`src/source/axi_sram_settings.svh`:
```
`ifndef AXI_SRAM_SETTINGS_SVH
`define AXI_SRAM_SETTINGS_SVH

// AXI byte address width
`define AXI_ADDR_WIDTH 20

// AXI data bus width in bits
`define AXI_DATA_WIDTH 16

// AXI transaction id width
`define AXI_ID_WIDTH 4

// One strobe bit per data byte
`define AXI_STRB_WIDTH (`AXI_DATA_WIDTH / 8)

// Byte offset bits inside one SRAM word
`define SRAM_LSB ($clog2(`AXI_STRB_WIDTH))

// SRAM word address width
`define SRAM_ADDR_WIDTH (`AXI_ADDR_WIDTH - `SRAM_LSB)

`endif

```
`src/source/axi_sram_pkg.sv`:
```
`default_nettype none

`include "axi_sram_settings.svh"

package axi_sram_pkg;

  // AXI burst type encoding
  typedef enum logic [1:0] {
    burst_fixed    = 2'b00,
    burst_incr     = 2'b01,
    burst_wrap     = 2'b10,
    burst_reserved = 2'b11
  } axi_burst_e;

  typedef struct packed {
    logic [`AXI_ID_WIDTH-1:0]   id;
    logic [`AXI_ADDR_WIDTH-1:0] addr;   // Byte address
    logic [7:0]                 len;    // Beats minus one
    axi_burst_e                 burst;
  } aw_beat_t;

  typedef struct packed {
    logic [`AXI_DATA_WIDTH-1:0] data;
    logic [`AXI_STRB_WIDTH-1:0] strb;
    logic                       last;
  } w_beat_t;

  typedef struct packed {
    logic [`SRAM_ADDR_WIDTH-1:0] addr;  // Word address
    logic [`AXI_DATA_WIDTH-1:0]  data;
    logic [`AXI_STRB_WIDTH-1:0]  strb;
  } sram_wr_cmd_t;

  typedef struct packed {
    logic [`AXI_ID_WIDTH-1:0] id;
    logic [1:0]               resp;
  } b_rsp_t;

  localparam logic [1:0] resp_okay   = 2'b00;
  localparam logic [1:0] resp_slverr = 2'b10;

endpackage

`default_nettype wire

```
`src/source/stream_slice.sv`:
```
`default_nettype none

module stream_slice import axi_sram_pkg::*; #(
  parameter type payload_t = w_beat_t
) (
  input  wire      clk,
  input  wire      rst_n,
  input  wire      in_valid,
  output logic     in_ready,
  input  wire      payload_t in_data,
  output logic     out_valid,
  input  wire      out_ready,
  output payload_t out_data
);

  payload_t main_q;
  payload_t skid_q;
  logic     main_valid_q;
  logic     skid_valid_q;
  logic     main_valid_d;
  logic     skid_valid_d;
  logic     advance;   // Main register is free to take a new item
  logic     in_fire;

  assign advance   = out_ready | ~main_valid_q;
  assign in_fire   = in_valid & in_ready;
  assign out_valid = main_valid_q;
  assign out_data  = main_q;

  always_comb begin
    main_valid_d = main_valid_q;
    skid_valid_d = skid_valid_q;
    if (advance) begin
      main_valid_d = skid_valid_q | in_fire;  // Skid drains first
      skid_valid_d = 1'b0;
    end else if (in_fire) begin
      skid_valid_d = 1'b1;  // Park the item while the output stalls
    end
  end

  always_ff @(posedge clk) begin
    if (!rst_n) begin
      main_valid_q <= 1'b0;
      skid_valid_q <= 1'b0;
      in_ready     <= 1'b0;
    end else begin
      main_valid_q <= main_valid_d;
      skid_valid_q <= skid_valid_d;
      in_ready     <= ~skid_valid_d;  // Low only with both entries full
    end
  end

  always_ff @(posedge clk) begin
    if (advance) begin
      main_q <= skid_valid_q ? skid_q : in_data;
    end
    if (in_fire && !advance) begin
      skid_q <= in_data;
    end
  end

endmodule

`default_nettype wire

```
`src/source/axi_burst_walker.sv`:
```
`default_nettype none

`include "axi_sram_settings.svh"

module axi_burst_walker import axi_sram_pkg::*; (
  input  wire          clk,
  input  wire          rst_n,
  input  wire          aw_valid,
  output logic         aw_ready,
  input  wire          aw_beat_t aw,
  input  wire          w_valid,
  output logic         w_ready,
  input  wire          w_beat_t w,
  output logic         cmd_valid,
  input  wire          cmd_ready,
  output sram_wr_cmd_t cmd,
  output logic         rsp_valid,
  input  wire          rsp_ready,
  output b_rsp_t       rsp
);

  logic                        busy_q;      // Burst in progress
  logic                        w_done_q;    // All counted beats taken
  logic [`SRAM_ADDR_WIDTH-1:0] addr_q;
  logic [7:0]                  beats_left_q;
  axi_burst_e                  burst_q;
  logic [`AXI_ID_WIDTH-1:0]    id_q;
  logic                        err_q;
  logic                        err_d;
  logic                        cmd_last_q;  // Command holds the final beat
  logic                        writable;
  logic                        last_beat;
  logic                        aw_fire;
  logic                        w_fire;
  logic                        cmd_fire;

  // Only FIXED and INCR reach the SRAM
  assign writable  = (burst_q == burst_incr) || (burst_q == burst_fixed);
  assign last_beat = (beats_left_q == 8'd0);

  assign aw_ready = ~busy_q & ~rsp_valid;
  assign w_ready  = busy_q & ~w_done_q & (~writable | ~cmd_valid | cmd_ready);

  assign aw_fire  = aw_valid & aw_ready;
  assign w_fire   = w_valid & w_ready;
  assign cmd_fire = cmd_valid & cmd_ready;

  // wlast must agree with the beat count
  assign err_d = err_q | (w_fire & (w.last != last_beat));

  always_ff @(posedge clk) begin
    if (!rst_n) begin
      busy_q    <= 1'b0;
      w_done_q  <= 1'b0;
      err_q     <= 1'b0;
      cmd_valid <= 1'b0;
      rsp_valid <= 1'b0;
    end else begin
      if (aw_fire) begin
        busy_q   <= 1'b1;
        w_done_q <= 1'b0;
        err_q    <= 1'b0;
      end else begin
        err_q <= err_d;
      end

      if (w_fire && last_beat) begin
        w_done_q <= 1'b1;
      end

      if (w_fire && writable) begin
        cmd_valid <= 1'b1;
      end else if (cmd_fire) begin
        cmd_valid <= 1'b0;
      end

      if (rsp_valid && rsp_ready) begin
        rsp_valid <= 1'b0;
      end

      // Burst ends on the last command taken or the last beat drained
      if ((cmd_fire && cmd_last_q) || (w_fire && last_beat && !writable)) begin
        busy_q    <= 1'b0;
        rsp_valid <= 1'b1;
      end
    end
  end

  always_ff @(posedge clk) begin
    if (aw_fire) begin
      addr_q       <= aw.addr[`AXI_ADDR_WIDTH-1:`SRAM_LSB];
      beats_left_q <= aw.len;
      burst_q      <= aw.burst;
      id_q         <= aw.id;
    end else if (w_fire) begin
      beats_left_q <= beats_left_q - 8'd1;
      if (burst_q == burst_incr) begin
        addr_q <= addr_q + 1'b1;
      end
    end

    if (w_fire && writable) begin
      cmd.addr   <= addr_q;
      cmd.data   <= w.data;
      cmd.strb   <= w.strb;
      cmd_last_q <= last_beat;
    end

    if ((cmd_fire && cmd_last_q) || (w_fire && last_beat && !writable)) begin
      rsp.id   <= id_q;
      rsp.resp <= (err_d || !writable) ? resp_slverr : resp_okay;
    end
  end

endmodule

`default_nettype wire

```
`src/source/axi_write_response.sv`:
```
`default_nettype none

`include "axi_sram_settings.svh"

module axi_write_response import axi_sram_pkg::*; (
  input  wire                           clk,
  input  wire                           rst_n,
  input  wire                           rsp_valid,
  output logic                          rsp_ready,
  input  wire b_rsp_t                   rsp,
  output logic                          bvalid,
  input  wire                           bready,
  output logic [`AXI_ID_WIDTH-1:0]      bid,
  output logic [1:0]                    bresp
);

  logic load;

  // Refill while the held beat leaves
  assign rsp_ready = ~bvalid | bready;
  assign load      = rsp_valid & rsp_ready;

  always_ff @(posedge clk) begin
    if (!rst_n) begin
      bvalid <= 1'b0;
      bresp  <= 2'b00;
    end else if (load) begin
      bvalid <= 1'b1;
      bresp  <= rsp.resp;
    end else if (bready) begin
      bvalid <= 1'b0;
      bresp  <= 2'b00;  // Idle B shows OKAY
    end
  end

  always_ff @(posedge clk) begin
    if (load) begin
      bid <= rsp.id;
    end
  end

endmodule

`default_nettype wire

```
`src/source/axi_sram_wr.sv`:
```
`default_nettype none

`include "axi_sram_settings.svh"

module axi_sram_wr import axi_sram_pkg::*; (
  input  wire                         clk,
  input  wire                         rst_n,

  input  wire                         awvalid,
  output logic                        awready,
  input  wire [`AXI_ID_WIDTH-1:0]     awid,
  input  wire [`AXI_ADDR_WIDTH-1:0]   awaddr,
  input  wire [7:0]                   awlen,
  input  wire [1:0]                   awburst,

  input  wire                         wvalid,
  output logic                        wready,
  input  wire [`AXI_DATA_WIDTH-1:0]   wdata,
  input  wire [`AXI_STRB_WIDTH-1:0]   wstrb,
  input  wire                         wlast,

  output logic                        bvalid,
  input  wire                         bready,
  output logic [`AXI_ID_WIDTH-1:0]    bid,
  output logic [1:0]                  bresp,

  output sram_wr_cmd_t                sram_cmd,
  output logic                        sram_cmd_valid,
  input  wire                         sram_cmd_ready
);

  aw_beat_t aw_port;
  w_beat_t  w_port;

  aw_beat_t aw_in;
  logic     aw_in_valid;
  logic     aw_in_ready;
  w_beat_t  w_in;
  logic     w_in_valid;
  logic     w_in_ready;
  b_rsp_t   rsp;
  logic     rsp_valid;
  logic     rsp_ready;

  // Port fields into beat structs
  assign aw_port.id    = awid;
  assign aw_port.addr  = awaddr;
  assign aw_port.len   = awlen;
  assign aw_port.burst = axi_burst_e'(awburst);

  assign w_port.data = wdata;
  assign w_port.strb = wstrb;
  assign w_port.last = wlast;

  stream_slice #(
    .payload_t(aw_beat_t)
  ) u_aw_slice (
    .clk      (clk),
    .rst_n    (rst_n),
    .in_valid (awvalid),
    .in_ready (awready),
    .in_data  (aw_port),
    .out_valid(aw_in_valid),
    .out_ready(aw_in_ready),
    .out_data (aw_in)
  );

  stream_slice #(
    .payload_t(w_beat_t)
  ) u_w_slice (
    .clk      (clk),
    .rst_n    (rst_n),
    .in_valid (wvalid),
    .in_ready (wready),
    .in_data  (w_port),
    .out_valid(w_in_valid),
    .out_ready(w_in_ready),
    .out_data (w_in)
  );

  axi_burst_walker u_walker (
    .clk      (clk),
    .rst_n    (rst_n),
    .aw_valid (aw_in_valid),
    .aw_ready (aw_in_ready),
    .aw       (aw_in),
    .w_valid  (w_in_valid),
    .w_ready  (w_in_ready),
    .w        (w_in),
    .cmd_valid(sram_cmd_valid),
    .cmd_ready(sram_cmd_ready),
    .cmd      (sram_cmd),
    .rsp_valid(rsp_valid),
    .rsp_ready(rsp_ready),
    .rsp      (rsp)
  );

  axi_write_response u_response (
    .clk      (clk),
    .rst_n    (rst_n),
    .rsp_valid(rsp_valid),
    .rsp_ready(rsp_ready),
    .rsp      (rsp),
    .bvalid   (bvalid),
    .bready   (bready),
    .bid      (bid),
    .bresp    (bresp)
  );

endmodule

`default_nettype wire

```
`config.mk`:
```
export PLATFORM = sky130hd
export DESIGN_NAME = axi_sram_wr
export DESIGN_NICKNAME = d
export VERILOG_FILES = /design/src/source/axi_sram_pkg.sv /design/src/source/stream_slice.sv /design/src/source/axi_burst_walker.sv /design/src/source/axi_write_response.sv /design/src/source/axi_sram_wr.sv
export VERILOG_INCLUDE_DIRS = /design/src /design/src/source
export SDC_FILE = /design/constraint.sdc
export NUM_CORES = 1
export LEC_CHECK = 0
export BUFFER_PORTS_ARGS = -buffer_cell sky130_fd_sc_hd__buf_4
export CAP_MARGIN = 20
export CORE_ASPECT_RATIO = 0.8
export CORE_MARGIN = 2
export CORE_UTILIZATION = 51
export DETAILED_ROUTE_END_ITERATION = 10
export GPL_ROUTABILITY_DRIVEN = 0
export GPL_TIMING_DRIVEN = 0
export MAX_ROUTING_LAYER = met4
export PLACE_DENSITY = 0.81
export SLEW_MARGIN = 30
export SYNTH_ARGS = -nofsm -noshare
export SYNTH_HDL_FRONTEND = slang
export SYNTH_SLANG_ARGS = --single-unit
```
`constraint.sdc`:
```
create_clock -name clk -period 5.5 [get_ports clk]
set_clock_uncertainty 0.15 [all_clocks]
set_input_delay 0.825 -clock clk [delete_from_list [all_inputs] [get_ports clk]]
set_output_delay 0.825 -clock clk [all_outputs]
set_load 0.02 [all_outputs]
```
# Word-level counts from Yosys, hierarchy flattened
# Cells that the tools add are included.
# totals
wordCells,117
out_inout_bits,47
reg_bits,201
# op_classes
n_mux,22
n_eq_ne,2
n_addsub,2
bitwise_logic,29
reduce_logical,24
# ops
cell,count
19-bit two-way mux,4
34-bit two-way mux,1
19-bit by 1-bit adder with 19-bit output (second input constant),1
8-bit two-way mux,2
1-bit two-way mux,12
2-bit nonzero test,6
1-bit inverter,11
1-bit AND,10
8-bit zero test,1
1-bit OR,8
8-bit by 1-bit subtractor with 8-bit output (second input constant),1
1-bit logical AND,7
2-bit two-way mux,3
2-bit OR reduction,2
1-bit zero test,3
1-bit logical OR,3
2-bit by 1-bit == test with 1-bit output (second input constant),1
2-bit zero test,1
2-bit AND reduction,1
1-bit != test,1

# Logic depth before layout (Yosys ltp)
# logic_depth
depth_word,11
mapped_depth,6

# Modules after synthesis
# A second synthesis with hierarchy kept.
# unflattened
hier_cells,445
area_unflattened_um2,7881.3
# by_module_without_submodules
module,area_each_um2,cells_each,n_inst,seq_area_each_um2
axi_burst_walker,3344.5,241,1,2382.3
stream_slice (u_aw_slice),2722.6,116,1,2102.0
stream_slice (u_w_slice),1566.5,69,1,1201.2
axi_write_response,247.7,19,1,180.2

# Least setup slack after synthesis
# Ideal clock, no wire load.
# synth_path
path_type,reg-to-reg
start,register u_walker.rsp_valid
end,"register u_aw_slice.skid_q[0] in the netlist's numbering, enable pin"
synth_period_minus_slack_ps,5141
arrival_ps,4369
stages_incl_launch_ff,3
setup_ps,622
slack_ps,359
cell_sequence,dfxtp_1 > o21ai_0 > nor2_1
# synth_between
elab_chain_len,5
# synth_rtl
item,line_no,source
start: declaration,axi_burst_walker.sv:17,"output logic rsp_valid,"
start signal: assignment,axi_burst_walker.sv:57,rsp_valid <= 1'b0;
start signal: assignment,axi_burst_walker.sv:78,rsp_valid <= 1'b0;
start signal: assignment,axi_burst_walker.sv:84,rsp_valid <= 1'b1;
1-bit inverter,axi_burst_walker.sv:41,assign aw_ready = ~busy_q & ~rsp_valid;
1-bit AND,axi_burst_walker.sv:41,
1-bit OR,stream_slice.sv:25,assign advance = out_ready | ~main_valid_q;
1-bit zero test,stream_slice.sv:57,if (in_fire && !advance) begin
1-bit logical AND,stream_slice.sv:57,
end signal: assignment,stream_slice.sv:58,skid_q <= in_data;
end: declaration,stream_slice.sv:17,payload_t skid_q;
# Every way passes these cells.
# A chain may end at the register's enable or synchronous reset.

# Worst setup path in the final report
# layout_path
start,register u_walker.burst_q[1]
end,"register u_w_slice.skid_q[11] in the netlist's numbering, enable pin"
# layout_between
elab_chain_len,9
elab_cells_between_ends,10
classes_between,1 x eq/ne; 5 x bitwise; 4 x reduce/logical
# layout_rtl
item,line_no,source
start: declaration,axi_burst_walker.sv:26,axi_burst_e burst_q;
start signal: assignment,axi_burst_walker.sv:93,burst_q <= aw.burst;
2-bit by 1-bit == test with 1-bit output or 2-bit zero test (tied branches),axi_burst_walker.sv:38,assign writable = (burst_q == burst_incr) || (burst_q == burst_fixed);
1-bit logical OR *,axi_burst_walker.sv:38,
1-bit inverter *,axi_burst_walker.sv:42,assign w_ready = busy_q & ~w_done_q & (~writable | ~cmd_valid | cmd_ready);
1-bit OR * (2 in series),axi_burst_walker.sv:42,
1-bit AND *,axi_burst_walker.sv:42,
1-bit OR *,stream_slice.sv:25,
net u_w_slice.advance,stream_slice.sv:22,logic advance;
1-bit zero test *,stream_slice.sv:57,
1-bit logical AND *,stream_slice.sv:57,
end signal: assignment,stream_slice.sv:58,
end: declaration,stream_slice.sv:17,
# Mark *: on every way through the listed nets, which the timed path passes. The rest lies on a longest branch.

==> flow_summary_export.csv <==
group,metric,value,unit
floorplan,rows,39,
grt,grtUsageTotal,0.190,
clocking,clk_pin_slew,70,ps
outcome,outcome,"finished clean",
place,post-place-ws,2110,ps
floorplan,fp.dieH,112,µm
clocking,post-cts-setup-buffers,0,
routing,first_pass_iters,5,
clocking,cts.sinks,197,
setup_path,endpoint_kind,"register",
setup_path,criticalPathCategory,"register to register",
grt,grt_antenna_before_repair,0,
floorplan,die-area,15600,µm²
grt,grt_overflow,0,
setup_path,r2r_cells,5,
timing,setup_viol,0,
synthesis,synth_cell_type_count,42,
timing,worst_pin_slew,919,ps
clocking,root_buffer,"clkbuf_16",
place,place_area,8590,µm²
routing,drt_iter0_drc,350,
place,numPortBuffers,103,
power_and_ir_drop,power_leakage,3.24,nW
synthesis,ys_warn_count,0,
timing,min_period_over_period,0.539,
routing,drc,0,
routing,wire_per_inst,18.1,µm
synthesis,syn_nets,501,
setup_path,path_cells,"or3b_2 > nand2_1 > nand2_1 > nor2_2 > buf_6",
layout,area_delta_synth_final,23.0,%
layout,n_antenna_cell,0,
timing,maxSlewHeadroom,0.386,
clocking,clock_latency,430,ps
timing,fmax,0.337,GHz
timing,slew_viol_final,0,
synthesis,synth_flop_cell,"edfxtp_1",
floorplan,coreArea,14300,µm²
setup_path,timing.rr.end,"u_w_slice.skid_q[11]",
synthesis,synth_area,7460,µm²
min_path,min_path_type,"register to register",
synthesis,synth-seq-cells,197,
clocking,cts.repair.resized,0,
power_and_ir_drop,power_density,336,nW/µm²
timing,rsz0062_at_grt,"false",
synthesis,yosysSeqAreaShare,0.775,
synthesis,async_flop_share,0,
clocking,numCtsBuffers,17,
floorplan,io_pins,106,
floorplan,start_util,0.522,
setup_path,crit_required,5490,ps
setup_path,critPathArrivalTime,2950,ps
routing,via_per_inst,5.43,
timing,hold_violations,0,
layout,final_cell_mix,"184 x edfxtp_1, 104 x buf_4, 52 x mux2_2, 34 x nand2_1, 21 x o21ai_0",
layout,finalInstanceArea,9180,µm²
routing,wl,13800,µm
setup_path,r2r_setup_slack,2540,ps
flow_run,maxCapViolations,0,
clocking,cts_buffer_depth,2,
layout,final_layout_size_suffix_gt1_frac,0.351,
floorplan,die_x,139,µm
timing,postLayoutSetupSlackWorst,2540,ps
setup_path,critical_path.endpoint,"u_w_slice.skid_q[11]",
setup_path,worstPathMaxFanout,23,
synthesis,synth_cells,439,
timing,period_minus_slack,2960,ps
setup_path,cp_slowest_cell,"nor2_2",
clocking,htree_levels,4,
routing,via_count,4134,
grt,grt_pass1_vias,4293,
routing,antenna_left,0,
setup_path,r2r-start,"u_walker.burst_q[1]",
power_and_ir_drop,ir_drop,0.000246,V
setup_path,startpoint_type,"register",
place,post-dp-hpwl,9340,µm
synthesis,synth-edff-count,184,
grt,grt_max_degree,26,
layout,final_common_cell,"edfxtp_1",
layout,final_nets,627,
synthesis,syn_avg_cell_area,17.0,µm²
setup_path,cp-startpoint,"u_walker.burst_q[1]",
setup_path,crit_top_cell,"nand2_1",
setup_path,cpPeakStageDelay,610,ps
clocking,cts_tree,"built",
grt,grt_pass1_wl,22100,µm
clocking,cts_hold_buf,0,
critical path, delay by kind of cell (launching register included):
kind,cells,cell delay (ps)
buf+inv,1,240
flops,1,470
simple gates,4,1790
flip-flops by register name (all words and copies together), names as in the netlist, 2 cells and up:
register,flops
u_walker.rsp,5
u_walker.addr_q,19
u_walker.id_q,4
u_w_slice.skid_q,19
u_aw_slice.out_data,33
u_walker.beats_left_q,8
u_walker.burst_q,2
u_w_slice.out_data,19
u_response.bid,4
u_aw_slice.skid_q,33
u_walker.cmd,37
cell usage after synthesis (2+ instances only):
cell	count	share of area
inv_1	8	0.0040
nor2b_1	8	0.0067
xor2_1	2	0.0023
nor4_1	6	0.0050
a21oi_1	5	0.0034
nand3_1	7	0.0047
a31oi_1	5	0.0042
or4_1	3	0.0030
or3b_2	2	0.0023
o21ai_0	22	0.015
mux2_2	52	0.078
ha_1	3	0.0050
mux2i_1	2	0.0027
a21boi_0	3	0.0030
nand4_1	6	0.0050
and3_1	2	0.0017
xnor2_1	16	0.019
nand2_1	34	0.017
dfxtp_1	13	0.035
buf_1	2	0.0010
nor2_1	17	0.0086
nand2b_1	2	0.0017
o21a_1	3	0.0030
clkbuf_1	11	0.0055
or3_1	2	0.0017
nor3_1	4	0.0027
edfxtp_1	184	0.74
where the power goes:
| part | switching [mW] | internal, mW |
|---|---|---|
| registers | 0.0233 | 1.69 |
| clock network | 0.555 | 0.681 |
| logic | 0.0661 | 0.0641 |
| total | 0.645 | 2.44 |
metrics by stage:
| step | setup TNS, ps | power [mW] | instances | hold WS, ps | utilization |
|---|---|---|---|---|---|
| 2_1_floorplan | 0 | 1.80 | 439 | 250 | - |
| 3_3_place_gp | -71630 | 1.86 | 726 | 252 | 0.592 |
| 3_5_place_dp | 0 | 1.87 | 730 | 255 | 0.601 |
| 4_1_cts | 0 | 3.10 | 762 | 271 | 0.642 |
| 5_1_grt | 0 | 3.17 | 762 | 274 | 0.642 |
| 6_report | 0 | 3.08 | 762 | 270 | 0.642 |
per-layer routing:
layer,wire [µm],track usage
met4,403,0.0781
met2,6770,0.300
met1,5820,0.237
met5,0,-
met3,793,0.0508
kinds of logic (layout without fill, tap and decap cells):
| group | after synthesis | after routing | share of synthesized area |
|---|---|---|---|
| adders and majority gates | 3 | 3 | 0.00503 |
| buffers and inverters | 22 | 161 | 0.0116 |
| xor gates and xnor gates | 18 | 18 | 0.0211 |
| AOI/OAI and AO/OA | 42 | 42 | 0.0332 |
| muxes | 54 | 54 | 0.0812 |
| and+or+nand+nor | 102 | 102 | 0.0719 |
| DFF | 197 | 197 | 0.775 |
| other | 1 | 1 | 0.000503 |
cell type report:
cell class,count,area [µm²]
sequential,197,5790
fill,975,5120
multi-input combinational,220,1620
timing repair buffer,107,867
clock buffer,17,425
tap,184,230
clock inverter,15,168
buffer,14,56.3
inverter,8,30.0
how the worst min path moves through the flow:
stage                           start                end  slack [ps]  depth (start not counted)
3_3_place_gp   u_w_slice.out_data[11]   u_walker.cmd[10]         250                          0
5_1_grt         u_w_slice.out_data[1]    u_walker.cmd[0]         270                          0
3_5_place_dp          u_walker.rsp[3]  u_response.bid[1]         250                          0
4_1_cts               u_walker.rsp[3]  u_response.bid[1]         270                          0
6_report        u_w_slice.out_data[6]    u_walker.cmd[5]         270                          0
2_1_floorplan         u_walker.rsp[2]  u_response.bid[0]         250                          0
Note: power is estimated with default switching activity, not from simulation.
